==> config.mk <==
export PLATFORM = sky130hd
export DESIGN_NAME = page_walker_flat
export DESIGN_NICKNAME = d
export VERILOG_FILES = /design/src/ptw_pkg.sv /design/src/ptg_rd_if.sv /design/src/page_walker.sv /design/src/ptg_search.sv /design/src/flat_wrapper.sv
export VERILOG_INCLUDE_DIRS = /design/src
export SDC_FILE = /design/constraint.sdc
export NUM_CORES = 1
export LEC_CHECK = 0
export ABC_AREA = 1
export BUFFER_PORTS_ARGS = -buffer_cell sky130_fd_sc_hd__buf_2
export CORE_AREA = 3 3 248 250
export CTS_BUF_LIST = sky130_fd_sc_hd__clkbuf_8
export CTS_CLUSTER_SIZE = 40
export DETAILED_ROUTE_END_ITERATION = 8
export DIE_AREA = 0 0 251 253
export GPL_TIMING_DRIVEN = 0
export PLACE_DENSITY = 0.43
export SYNTH_ARGS = -nofsm -noshare
export SYNTH_HDL_FRONTEND = slang
export SYNTH_SLANG_ARGS = --single-unit
==> constraint.sdc <==
create_clock -name clk -period 8.8 [get_ports clk]
set_clock_uncertainty 0.2 [all_clocks]
set_input_delay 1.32 -clock clk [delete_from_list [all_inputs] [get_ports clk]]
set_output_delay 1.32 -clock clk [all_outputs]
set_load 0.1 [all_outputs]
==> src/ptw_config.svh <==
/* Page-table walker sizing: group width, table depth and probe limit
   shared by the package, the group table and the walker */

`ifndef PTW_CONFIG_SVH
`define PTW_CONFIG_SVH

// ======================================================================
// Group table geometry
// ======================================================================

// Number of PTEs held in one page-table group
`define PTW_PTE_PER_PTG 8

// Number of groups in the on-chip table, a power of two
`define PTW_NUM_PTG 16

// ======================================================================
// Walk policy
// ======================================================================

// Groups read for a single miss before the walk reports not found
`define PTW_MAX_PROBES 2

`endif

==> src/ptw_pkg.sv <==
/* Page-table walker types, PTE field accessors and the group hash */

`include "ptw_config.svh"

package ptw_pkg;

	// Virtual address of a translation miss
	typedef logic [31:0] vaddr_t;

	// Address-space id carried by requests and non-global PTEs
	typedef logic [9:0] asid_t;

	// Virtual page number field of a PTE, high byte then low byte
	typedef logic [15:0] vpn_t;

	// A PTE as one vector, v g mb me asid vpn rsvd ppn from the top down
	typedef logic [63:0] pte_t;

	// One group is the PTEs side by side, slot 0 in the low bits
	typedef pte_t [`PTW_PTE_PER_PTG-1:0] ptg_t;

	typedef logic [$clog2(`PTW_PTE_PER_PTG)-1:0] slot_t;
	typedef logic [$clog2(`PTW_NUM_PTG)-1:0] group_t;

	// Walker FSM states
	typedef enum logic [1:0] {IDLE, READ, CHECK, RESP} walk_state_t;

	function automatic logic pte_valid(input pte_t p);
		return p[63];
	endfunction

	function automatic logic pte_global(input pte_t p);
		return p[62];
	endfunction

	function automatic asid_t pte_asid(input pte_t p);
		return p[55:46];
	endfunction

	function automatic vpn_t pte_vpn(input pte_t p);
		return p[45:30];
	endfunction

	// A large page is marked by mb = 7 and me = 2
	function automatic logic pte_is_large(input pte_t p);
		return (p[61:59] == 3'd7) && (p[58:56] == 3'd2);
	endfunction

	// First group probed for an address. The ASID stays out of the hash
	// so a global page lands in the same group for every address space
	function automatic group_t ptg_hash(input vaddr_t va);
		return group_t'(va[31:28] ^ va[27:24]);
	endfunction

endpackage

==> src/ptg_rd_if.sv <==
/* Group-table read channel between the page walker and the group table */

`timescale 1ns/1ps

interface ptg_rd_if;

	// ======================================================================
	// Request side, driven by the walker
	// ======================================================================

	// Read strobe, high for a single cycle per group read
	logic rd_en;
	// Index of the group to fetch
	ptw_pkg::group_t rd_group;

	// ======================================================================
	// Return side, driven by the table one cycle after rd_en
	// ======================================================================

	// All PTEs of the addressed group
	ptw_pkg::ptg_t rd_ptg;
	// Marks the cycle in which rd_ptg holds the requested group
	logic rd_valid;

	// Walker issues reads and consumes the returned group
	modport walker (
		output rd_en,
		output rd_group,
		input  rd_ptg,
		input  rd_valid
	);

	// Table serves reads
	modport tbl (
		input  rd_en,
		input  rd_group,
		output rd_ptg,
		output rd_valid
	);

endinterface

==> src/page_walker.sv <==
/* Hashed page-table walker: accepts a miss, reads groups in probe order,
   searches each and holds one response until it is taken */

`timescale 1ns/1ps

`include "ptw_config.svh"

module page_walker (
	input  logic             clk,
	input  logic             arst_n,
	input  logic             req_valid,
	output logic             req_ready,
	input  ptw_pkg::vaddr_t  req_vaddr,
	input  ptw_pkg::asid_t   req_asid,
	output logic             rsp_valid,
	input  logic             rsp_ready,
	output logic             rsp_found,
	output ptw_pkg::pte_t    rsp_pte,
	output ptw_pkg::slot_t   rsp_slot,
	output ptw_pkg::group_t  rsp_group,
	ptg_rd_if.walker         rd
);

	// Counter wide enough to index every probe of one walk
	localparam int PROBE_W = $clog2(`PTW_MAX_PROBES + 1);

	ptw_pkg::walk_state_t state;

	// Latched request and current probe position
	ptw_pkg::vaddr_t vaddr_q;
	ptw_pkg::asid_t  asid_q;
	ptw_pkg::group_t cur_group;
	ptw_pkg::group_t next_group;
	logic [PROBE_W-1:0] probe_cnt;

	// Search result for the group currently on the read bus
	ptw_pkg::pte_t  srch_pte;
	logic           srch_found;
	ptw_pkg::slot_t srch_slot;

	logic accept;
	logic last_probe;
	logic done;

	ptg_search ptg_search_i (
		.ptg   (rd.rd_ptg),
		.asid  (asid_q),
		.vaddr (vaddr_q),
		.pte   (srch_pte),
		.found (srch_found),
		.slot  (srch_slot)
	);

	// ======================================================================
	// Handshake and probe control
	// ======================================================================

	assign req_ready  = (state == ptw_pkg::IDLE);
	assign rsp_valid  = (state == ptw_pkg::RESP);
	assign accept     = req_valid && req_ready;

	// One read strobe per visit to READ, aimed at the current group
	assign rd.rd_en    = (state == ptw_pkg::READ);
	assign rd.rd_group = cur_group;

	assign last_probe = (probe_cnt == PROBE_W'(`PTW_MAX_PROBES - 1));
	// Walk ends on a hit or once the final group has been searched
	assign done       = (state == ptw_pkg::CHECK) && rd.rd_valid &&
	                    (srch_found || last_probe);

	// Probing steps to the following group and wraps at the table end
	assign next_group = (cur_group == ptw_pkg::group_t'(`PTW_NUM_PTG - 1)) ?
	                    '0 : cur_group + ptw_pkg::group_t'(1);

	always_ff @(posedge clk or negedge arst_n) begin
		if (!arst_n) begin
			state     <= ptw_pkg::IDLE;
			probe_cnt <= '0;
		end else begin
			case (state)
				ptw_pkg::IDLE: begin
					if (accept) begin
						state     <= ptw_pkg::READ;
						probe_cnt <= '0;
					end
				end
				ptw_pkg::READ: state <= ptw_pkg::CHECK;
				ptw_pkg::CHECK: begin
					// Wait here until the table has returned the group
					if (done) begin
						state <= ptw_pkg::RESP;
					end else if (rd.rd_valid) begin
						state     <= ptw_pkg::READ;
						probe_cnt <= probe_cnt + PROBE_W'(1);
					end
				end
				ptw_pkg::RESP: begin
					if (rsp_ready) begin
						state <= ptw_pkg::IDLE;
					end
				end
				default: state <= ptw_pkg::IDLE;
			endcase
		end
	end

	// ======================================================================
	// Request and response payload
	// ======================================================================

	// The first group comes straight from the hash of the miss address
	always_ff @(posedge clk) begin
		if (accept) begin
			vaddr_q   <= req_vaddr;
			asid_q    <= req_asid;
			cur_group <= ptw_pkg::ptg_hash(req_vaddr);
		end else if ((state == ptw_pkg::CHECK) && rd.rd_valid && !done) begin
			cur_group <= next_group;
		end
	end

	// Captured once per walk and left alone through back-pressure
	always_ff @(posedge clk) begin
		if (done) begin
			rsp_found <= srch_found;
			rsp_pte   <= srch_pte;
			rsp_slot  <= srch_slot;
			rsp_group <= cur_group;
		end
	end

endmodule

==> src/ptg_search.sv <==
/* Group search: combinational pick of the first PTE in a group that
   translates the given address under the given ASID */

`timescale 1ns/1ps

`include "ptw_config.svh"

module ptg_search (
	input  ptw_pkg::ptg_t   ptg,
	input  ptw_pkg::asid_t  asid,
	input  ptw_pkg::vaddr_t vaddr,
	output ptw_pkg::pte_t   pte,
	output logic            found,
	output ptw_pkg::slot_t  slot
);

	// One match flag per slot
	logic [`PTW_PTE_PER_PTG-1:0] hit;

	// ======================================================================
	// Per-slot match
	// ======================================================================

	// A slot matches when it is valid, its ASID check passes, the VPN
	// high byte equals address bits 31..24, and the VPN low byte equals
	// bits 23..16 unless the page is large
	always_comb begin : slot_match
		ptw_pkg::pte_t e;
		ptw_pkg::vpn_t vpn;
		logic          asid_ok;
		logic          vpn_ok;
		for (int k = 0; k < `PTW_PTE_PER_PTG; k++) begin
			e   = ptg[k];
			vpn = ptw_pkg::pte_vpn(e);
			// Global pages ignore the address space
			asid_ok = ptw_pkg::pte_global(e) || (ptw_pkg::pte_asid(e) == asid);
			vpn_ok  = (vpn[15:8] == vaddr[31:24]) &&
			          (ptw_pkg::pte_is_large(e) || (vpn[7:0] == vaddr[23:16]));
			hit[k]  = ptw_pkg::pte_valid(e) && asid_ok && vpn_ok;
		end
	end

	// ======================================================================
	// Priority pick
	// ======================================================================

	// Lowest slot wins; a group with no match reports a zero PTE in slot 0
	always_comb begin
		found = 1'b0;
		pte   = '0;
		slot  = '0;
		for (int k = 0; k < `PTW_PTE_PER_PTG; k++) begin
			if (hit[k] && !found) begin
				found = 1'b1;
				pte   = ptg[k];
				slot  = ptw_pkg::slot_t'(k);
			end
		end
	end

endmodule

==> src/flat_wrapper.sv <==
// flat-port wrapper written by rule: the top's interface ports become plain ports
module page_walker_flat 
  (clk, arst_n, req_valid, req_ready, req_vaddr, req_asid, rsp_valid, rsp_ready, rsp_found, rsp_pte, rsp_slot, rsp_group, rd_rd_en, rd_rd_group, rd_rd_ptg, rd_rd_valid);
  ptg_rd_if rd_i ();
  input  logic clk;
  input  logic arst_n;
  input  logic req_valid;
  output logic req_ready;
  input  ptw_pkg::vaddr_t req_vaddr;
  input  ptw_pkg::asid_t req_asid;
  output logic rsp_valid;
  input  logic rsp_ready;
  output logic rsp_found;
  output ptw_pkg::pte_t rsp_pte;
  output ptw_pkg::slot_t rsp_slot;
  output ptw_pkg::group_t rsp_group;
  output wire logic [$bits(rd_i.rd_en)-1:0] rd_rd_en;
  output wire logic [$bits(rd_i.rd_group)-1:0] rd_rd_group;
  input wire logic [$bits(rd_i.rd_ptg)-1:0] rd_rd_ptg;
  input wire logic [$bits(rd_i.rd_valid)-1:0] rd_rd_valid;
  assign rd_rd_en = rd_i.rd_en;
  assign rd_rd_group = rd_i.rd_group;
  assign rd_i.rd_ptg = rd_rd_ptg;
  assign rd_i.rd_valid = rd_rd_valid;
  page_walker u_core (.clk(clk), .arst_n(arst_n), .req_valid(req_valid), .req_ready(req_ready), .req_vaddr(req_vaddr), .req_asid(req_asid), .rsp_valid(rsp_valid), .rsp_ready(rsp_ready), .rsp_found(rsp_found), .rsp_pte(rsp_pte), .rsp_slot(rsp_slot), .rsp_group(rsp_group), .rd(rd_i));
endmodule
==> key figures, run 1 <==
Worst hold path
  – Min-Delay Endpoint: u_core.probe_cnt[1]
  – Min-delay worst type: register to register
  – Hold Crit Depth: 2
  – Worst Hold Launch: u_core.probe_cnt[1]

Synth
  – Synth Area in Adders: 0.00213
  – Leading area contributor after synthesis: edfxtp_1
  – Post-Syn Instances: 1928
  – Ys flop type: edfxtp_1
  – Ys Warns: 0
  – #FFs+latches synth: 106
  – Mean post-synth cell area: 6.09 um^2
  – Post-synth ARST share: 0.0377
  – Compound-gate portion of the synthesized area: 0.102
  – Simple-gate share of the synthesized area: 0.435
  – Mux share of post-synthesis cell area: 0
  – Post-synthesis xor/xnor area fraction: 0.0775
  – Cell area after synthesis: 0.0117 mm^2
  – Top post-synthesis cells by area: edfxtp_1 (26%), nand2_1 (22%), nor2_1 (7.6%), nand3_1 (7.0%), inv_1 (5.9%)
  – Number of synthesized flops with an enable pin: 102
  – Post-synth cell types: 51
  – Largest family of logic cells by synthesized area: simple AND/OR/NAND/NOR gates
  – Top cell type's share of synthesized area: 0.261
  – Sequential share of the synthesized area: 0.269
  – Total nets after synthesis: 2489

Setup path
  – Reg2reg path depth: 17
  – CP bufs+invs: 3
  – Worst path required time: 8.96 ns
  – CP arrival: 4.78 ns
  – Crit path cell chain: buf_2 -> nor3b_1 -> nand4_1 -> nand2_1 -> nand2_1 -> nor2_4 -> nand2_4 -> inv_2 -> clkbuf_1 -> nand2_1 -> nand3_1 -> nand2_1 -> nand2_1 -> nand2_1 -> nand3_1
  – CP Capture Type: register
  – Top Family by Delay on Critical Path: simple AND/OR/NAND/NOR gates
  – Reg2Reg Launch Point: u_core.asid_q[0]
  – Critical path class: input pin to register
  – Max incr delay on CP: 0.99 ns
  – Reg2reg setup slack: 4.47 ns
  – Most Frequent Cell on Critical Path: nand2_1
  – CP max FO: 10
  – RR Endpoint: u_core.rsp_pte[15]
  – Critical path's slowest cell: clkbuf_1
  – Crit start category: input pin
  – WP depth: 15

Outcome
  – Status: finished, final reports clean

Routing
  – DR WL/cell: 27.5 um
  – Pre-antenna DRT Iters: 5
  – Vias/cell: 4.72
  – Post-route ant nets: 0
  – Initial DRC count: 1283
  – DR vias: 15818
  – WL final: 92200 um
  – Drt drc: 0

Cells and area
  – Area Growth Syn to Fin: 36.7%
  – Layout net count: 3122
  – Share of cells above drive strength 1: 0.307
  – # fillers: 6931

Power and ir drop
  – Leak: 8.31 nW
  – Worst IR drop on VDD: 0.000191 V
  – Internal cell power: 1.02 mW
  – Clk network pwr share: 0.167
  – Switching Fraction: 0.475
  – Sequential Power Share: 0.347
  – Total Power: 1.94 mW
  – Combinational power share: 0.486
  – Net load switching power: 0.922 mW
  – Cell Pwr Density: 121 mW/mm^2

STA
  – Actual slew at the worst max-slew pin: 1.31 ns
  – Final Critical Period: 4.62 ns
  – Setup TNS: 0 ns
  – Max_slew headroom: 0.123
  – Final setup violating endpoints: 0
  – Unrepaired setup endpoints after global routing: no
  – Hold Vio Cnt, Final: 0
  – Max Clk Rate: 0.217 GHz
  – Slew Viols, Final: 0
  – Fin crit share: 0.525

CTS
  – TritonCTS clock tree: built
  – Post-cts resize count: 0
  – Clock root buffer: clkbuf_8
  – Post-CTS Setup Bufs: 0
  – Deepest clock path buffer count: 2
  – H-tree levels: 3
  – Hold_buf cts: 0
  – Total CTS buffers: 9
  – Reg clk slew, reported paths: 0.14 ns
  – TritonCTS Sinks: 106
  – Clock latency on the worst-skew pair: 0.48 ns

Global route
  – Global-route wire length before repair: 123000 um
  – Initial antenna violation count: 30
  – GRT Resource Usage Total: 0.280
  – Met3 Usage GRT: 0.0609
  – Vias in the first global route: 15786
  – M2 GR Usage: 0.500
  – GRT overflow: 0
  – Largest net degree at the start of global routing: 57
  – Met1 global-route usage: 0.339
  – Gr busiest metal: met2

Die
  – Core footprint: 0.0592 mm^2
  – Starting density of the core: 0.198
  – Die ar.: 0.0635 mm^2
  – IO Pins: 638
  – Die Wd: 251 um
  – Row cnt: 89
  – Die height: 253 um

Job
  – Number of max-cap violations: 0

Placed design
  – HPWL after detailed placement: 76900 um
  – RD Place Congestion: 0.956
  – IO buf count: 621
[per-layer routing]
layer / wire (um) / up-vias
li1: - / 7435
met1: 37800 / 7510
met2: 45100 / 712
met3: 6520 / 127
met4: 2450 / 34
met5: 204 / -
[worst max-delay path by stage]
| stage | startpoint | end | slack [ns] |
|---|---|---|---|
| 6_report | rd_rd_ptg[248] | u_core.rsp_pte[15] | 4.18 |
| 5_1_grt | rd_rd_ptg[248] | u_core.rsp_pte[15] | 4.19 |
| 4_1_cts | rd_rd_ptg[248] | u_core.rsp_pte[15] | 4.33 |
| 3_5_place_dp | rd_rd_ptg[35] | u_core.rsp_pte[15] | 3.79 |
| 3_3_place_gp | rd_rd_ptg[439] | u_core.rsp_pte[51] | 2.28 |
| 2_1_floorplan | rd_rd_ptg[376] | u_core.rsp_found | 4.24 |
[area by class of cell]
type | count | area (um^2) | share of cell area
sequential | 106 | 3160 | 0.197
buffer | 96 | 569 | 0.0355
tap | 773 | 967 | 0.0602
clock inverter | 7 | 53.8 | 0.00335
multi-input combinational | 1523 | 7250 | 0.452
timing repair buffer | 622 | 3140 | 0.195
inverter | 203 | 766 | 0.0477
clock buffer | 9 | 124 | 0.00771
antenna | 11 | 27.5 | 0.00171
[Yosys cell counts (10+ instances only)]
| cell | instances |
|---|---|
| nor2_1 | 239 |
| buf_4 | 24 |
| o22ai_1 | 30 |
| a21oi_1 | 47 |
| xor2_1 | 26 |
| inv_1 | 185 |
| edfxtp_1 | 102 |
| nand2_1 | 690 |
| o21ai_0 | 84 |
| nand4_1 | 30 |
| nand2_2 | 10 |
| clkbuf_1 | 16 |
| nand3_1 | 164 |
| o21ai_1 | 34 |
| xnor2_1 | 78 |
| or2_2 | 12 |
| buf_2 | 42 |
| inv_2 | 17 |
[power by group through the flow]
stage	sequential (mW)	clock, mW	combinational, mW
detailed placement	0.683	0	0.940
finish	0.673	0.325	0.944
global placement	0.688	0	0.928
global route	0.678	0.355	1.01
floorplan	0.843	0	0.420
CTS	0.673	0.344	0.942
[worst reg2reg max path, delay by kind of cell (launching register included)]
| family | cells | cell delay (ns) |
|---|---|---|
| AOI/OAI and AO/OA | 1 | 0.09 |
| buffers and inverters | 4 | 1.67 |
| and+or+nand+nor | 12 | 1.67 |
| DFF | 1 | 0.60 |
[cells in the final DEF (no fill, tap or decap), types with 10 or more instances in the layout]
cell,instances
a21oi_1,47
buf_2,663
buf_4,24
clkbuf_1,16
diode_2,11
edfxtp_1,102
inv_1,184
inv_2,18
nand2_1,690
nand2_2,10
nand3_1,164
nand4_1,30
nor2_1,239
o21ai_0,84
o21ai_1,34
o22ai_1,30
or2_2,12
xnor2_1,78
xor2_1,26
[state kept, by name (all words and copies together) (netlist names)]
| name | cells |
|---|---|
| u_core.rsp_pte | 64 |
| u_core.vaddr_q | 16 |
| u_core.asid_q | 10 |
| u_core.rd.rd_group | 4 |
| u_core.rsp_group | 4 |
| u_core.rsp_slot | 3 |
| u_core.probe_cnt | 2 |
| u_core.state | 2 |
| u_core.rsp_found | 1 |
[through the flow]
step	util	hold slack (ns)	worst slack, ns	std cells	area [um^2]
2_1_floorplan	-	0.276	4.24	1928	11700
3_3_place_gp	0.267	0.290	2.28	3322	15800
3_5_place_dp	0.268	0.305	3.79	3323	15900
4_1_cts	0.271	0.337	4.33	3339	16000
5_1_grt	0.271	0.381	4.19	3344	16000
6_report	0.271	0.332	4.18	3350	16100
[logic make-up (layout without fill, tap and decap cells)]
family | Yosys count | count (layout)
DFF | 106 | 106
AOI/OAI and AO/OA | 217 | 217
buffers and inverters | 299 | 937
xor gates and xnor gates | 104 | 104
adders and majority gates | 2 | 2
other | 0 | 11
and+or+nand+nor | 1200 | 1200
Power figures use the tool's default switching activity.
==> inputs of run 2 (changes only) <==
Settings changed: CORE_AREA 3 3 248 250 to 3 3 247 249, DIE_AREA 0 0 251 253 to 0 0 250 252, PLACE_DENSITY 0.43 to 0.44.
Clock period 8.8 ns to 3.8 ns, I/O delays scaled along.
==> key figures, run 2 (same netlist as run 1, synthesis figures left out) <==
Power and ir drop
  – Leak: 8.40 nW (was 8.31 nW)
  – Sequential Power Share: 0.343 (was 0.347)
  – Internal cell power: 2.37 mW (was 1.02 mW)
  – Combinational power share: 0.490 (was 0.486)
  – Switching Fraction: 0.472 (was 0.475)
  – Total Power: 4.50 mW (was 1.94 mW)
  – Clk network pwr share: 0.166 (was 0.167)
  – Cell Pwr Density: 277 mW/mm^2 (was 121 mW/mm^2)
  – Net load switching power: 2.12 mW (was 0.922 mW)
  – Worst IR drop on VDD: 0.000544 V (was 0.000191 V)

Setup path
  – CP max FO: 10 (unchanged)
  – CP startpoint: u_core.vaddr_q[22] (was rd_rd_ptg[248])
  – Reg2reg setup slack: 0.04 ns (was 4.47 ns)
  – Most Frequent Cell on Critical Path: nand2_1 (unchanged)
  – Max incr delay on CP: 0.54 ns (was 0.99 ns)
  – CP Capture Type: register (unchanged)
  – Reg2Reg Launch Point: u_core.vaddr_q[22] (was u_core.asid_q[0])
  – Critical path class: register to register (was input pin to register)
  – Crit path cell chain: buf_4 -> xnor2_1 -> nand2_1 -> nor2_1 -> nand2_1 -> nand2_1 -> nand3_4 -> buf_2 -> clkdlybuf4s15_2 -> o22ai_1 -> nor3_1 -> nand3_1 -> nand2_1 -> nand3_1 (was buf_2 -> nor3b_1 -> nand4_1 -> nand2_1 -> nand2_1 -> nor2_4 -> nand2_4 -> inv_2 -> clkbuf_1 -> nand2_1 -> nand3_1 -> nand2_1 -> nand2_1 -> nand2_1 -> nand3_1)
  – Critical path's slowest cell: clkdlybuf4s15_2 (was clkbuf_1)
  – Crit start category: register (was input pin)
  – RR Endpoint: u_core.rsp_pte[41] (was u_core.rsp_pte[15])
  – Reg2reg path depth: 14 (was 17)
  – CP arrival: 3.79 ns (was 4.78 ns)
  – Worst path required time: 3.83 ns (was 8.96 ns)

CTS
  – Reg clk slew, reported paths: 0.14 ns (about the same)
  – Clock root buffer: clkbuf_8 (unchanged)
  – Total CTS buffers: 9 (unchanged)
  – TritonCTS Sinks: 106 (unchanged)
  – TritonCTS clock tree: built (unchanged)
  – Clock latency on the worst-skew pair: 0.47 ns (was 0.48 ns)
  – H-tree levels: 3 (unchanged)
  – Deepest clock path buffer count: 2 (unchanged)

Global route
  – Largest net degree at the start of global routing: 36 (was 57)
  – GRT overflow: 0 (unchanged)
  – Vias in the first global route: 15857 (was 15786)
  – GRT Resource Usage Total: 0.277 (was 0.280)
  – Global-route wire length before repair: 122000 um (was 123000 um)
  – Initial antenna violation count: 26 (was 30)

Placed design
  – Place WS: -0.642 ns (was 3.79 ns)
  – IO buf count: 621 (unchanged)
  – HPWL after detailed placement: 75400 um (was 76900 um)
  – RD Place Congestion: 0.971 (was 0.956)
  – Dpl cells: 3324 (was 3323)

STA
  – Final setup violating endpoints: 0 (unchanged)
  – Unrepaired setup endpoints after global routing: yes (was no)
  – Max_slew headroom: 0.249 (was 0.123)
  – Slew Viols, Final: 0 (unchanged)
  – Final Critical Period: 3.76 ns
  – Hold Vio Cnt, Final: 0 (unchanged)
  – Actual slew at the worst max-slew pin: 1.13 ns (was 1.31 ns)
  – Fin crit share: 0.988
  – Final WS setup: 0.0444 ns (was 4.18 ns)
  – Max Clk Rate: 0.266 GHz
  – Hold Worst Slack: 0.0597 ns (was 0.332 ns)

Cells and area
  – Biggest regs: u_core.rsp_pte x64, u_core.vaddr_q x16, u_core.asid_q x10 (unchanged)
  – Share of cells above drive strength 1: 0.316 (was 0.307)
  – Most common cell after layout, fill and taps aside: nand2_1 (unchanged)
  – Reg with most FFs: u_core.rsp_pte (unchanged)
  – Area Growth Syn to Fin: 38.2% (was 36.7%)
  – Layout net count: 3128 (was 3122)
  – Max reg flops: 64 (unchanged)
  – Most frequent cells in the layout: nand2_1 (688), buf_2 (652), nor2_1 (237) (was nand2_1 (690), buf_2 (663), nor2_1 (239))
  – Post-route insts no fill: 3361 (was 3350)

Routing
  – Vias/cell: 4.76 (was 4.72)
  – DR vias: 15993 (was 15818)
  – Pre-antenna DRT Iters: 5 (unchanged)
  – WL final: 90800 um (was 92200 um)
  – DR WL/cell: 27.0 um (was 27.5 um)
  – Post-route ant nets: 0 (unchanged)
  – Drt drc: 0 (unchanged)
  – Initial DRC count: 1231 (was 1283)

Die
  – IO Pins: 638 (unchanged)
  – Die Wd: 250 um (was 251 um)
  – Row cnt: 89 (unchanged)
  – Die height: 252 um (was 253 um)
  – Starting density of the core: 0.199 (was 0.198)
  – Die ar.: 0.0630 mm^2 (was 0.0635 mm^2)
  – Core footprint: 0.0589 mm^2 (was 0.0592 mm^2)

Outcome
  – Status: finished, final reports clean (unchanged)

Worst hold path
  – Min-delay worst type: input pin to register (was register to register)
  – Min-Delay Endpoint: u_core.asid_q[8] (was u_core.probe_cnt[1])
  – Hold Crit Depth: 1 (was 2)
  – Worst Hold Launch: req_asid[8] (was u_core.probe_cnt[1])

Job
  – Number of max-cap violations: 0 (unchanged)
==> run 2: power by group through the flow <==
stage	clock network [mW]	logic, mW	registers (mW)
4_1_cts	0.790	2.20	1.55
6_report	0.748	2.20	1.54
3_3_place_gp	0	2.15	1.59
2_1_floorplan	0	0.974	1.95
3_5_place_dp	0	2.17	1.58
5_1_grt	0.815	2.36	1.56
==> run 2: cell type report <==
cell class                      count  area, um^2
Multi-Input combinational cell   1523        7290
Buffer                             96         638
Fill cell                        6832       42700
Timing Repair Buffer              628        3190
Clock buffer                        9         124
Clock inverter                      7        52.6
Inverter                          203         767
Sequential cell                   106        3160
Antenna cell                       16        40.0
Tap cell                          773         967
==> run 2: critical path: cells and delay by family (launching register included) <==
| family | cells | cell delay, ns |
|---|---|---|
| flip-flops | 1 | 0.38 |
| XOR/XNOR | 1 | 0.14 |
| AND/OR/NAND/NOR | 9 | 1.49 |
| AO/OA/AOI/OAI | 1 | 0.13 |
| buffers and inverters | 3 | 1.15 |
==> run 2: worst max-delay path by stage <==
| stage | endpoint | cells past startpoint | slack, ns |
|---|---|---|---|
| after floorplan | u_core.rsp_found | 11 | 0.33 |
| after global placement | u_core.rsp_pte[12] | 14 | -1.33 |
| after detailed placement | u_core.rsp_pte[15] | 17 | -0.64 |
| after CTS | u_core.rsp_pte[4] | 15 | 0.004 |
| after global routing | u_core.rsp_pte[59] | 18 | -0.05 |
| final | u_core.rsp_pte[41] | 14 | 0.04 |
==> run 2: per-stage QoR <==
step,instance area (um^2),utilization,setup TNS (ns)
4_1_cts,16100,0.274,0
5_1_grt,16200,0.275,-0.0653
6_report,16200,0.276,0
3_3_place_gp,15800,0.269,-105.45
2_1_floorplan,11800,-,0
3_5_place_dp,15900,0.269,-10.92
==> run 2: layer usage <==
metal | vias to the layer above | GRT usage | part of all wire | wire (um)
met4 | 28 | 0.0908 | 0.034 | 3070
li1 | 7458 | - | - | -
met2 | 766 | 0.478 | 0.48 | 43500
met1 | 7596 | 0.346 | 0.41 | 37600
met3 | 145 | 0.0571 | 0.071 | 6430
met5 | - | 0 | 0.0020 | 180
==> run 2: timing repair <==
| item | 4_1_cts | 5_1_grt |
|---|---|---|
| gates resized for setup | 25 | 26 |
| pin swaps | 0 | 1 |
| buffers inserted | 2 | 2 |
| hold buffers | 1 | 0 |
| hold endpoints to repair | 4 | 0 |
| setup endpoints to repair | 47 | 27 |
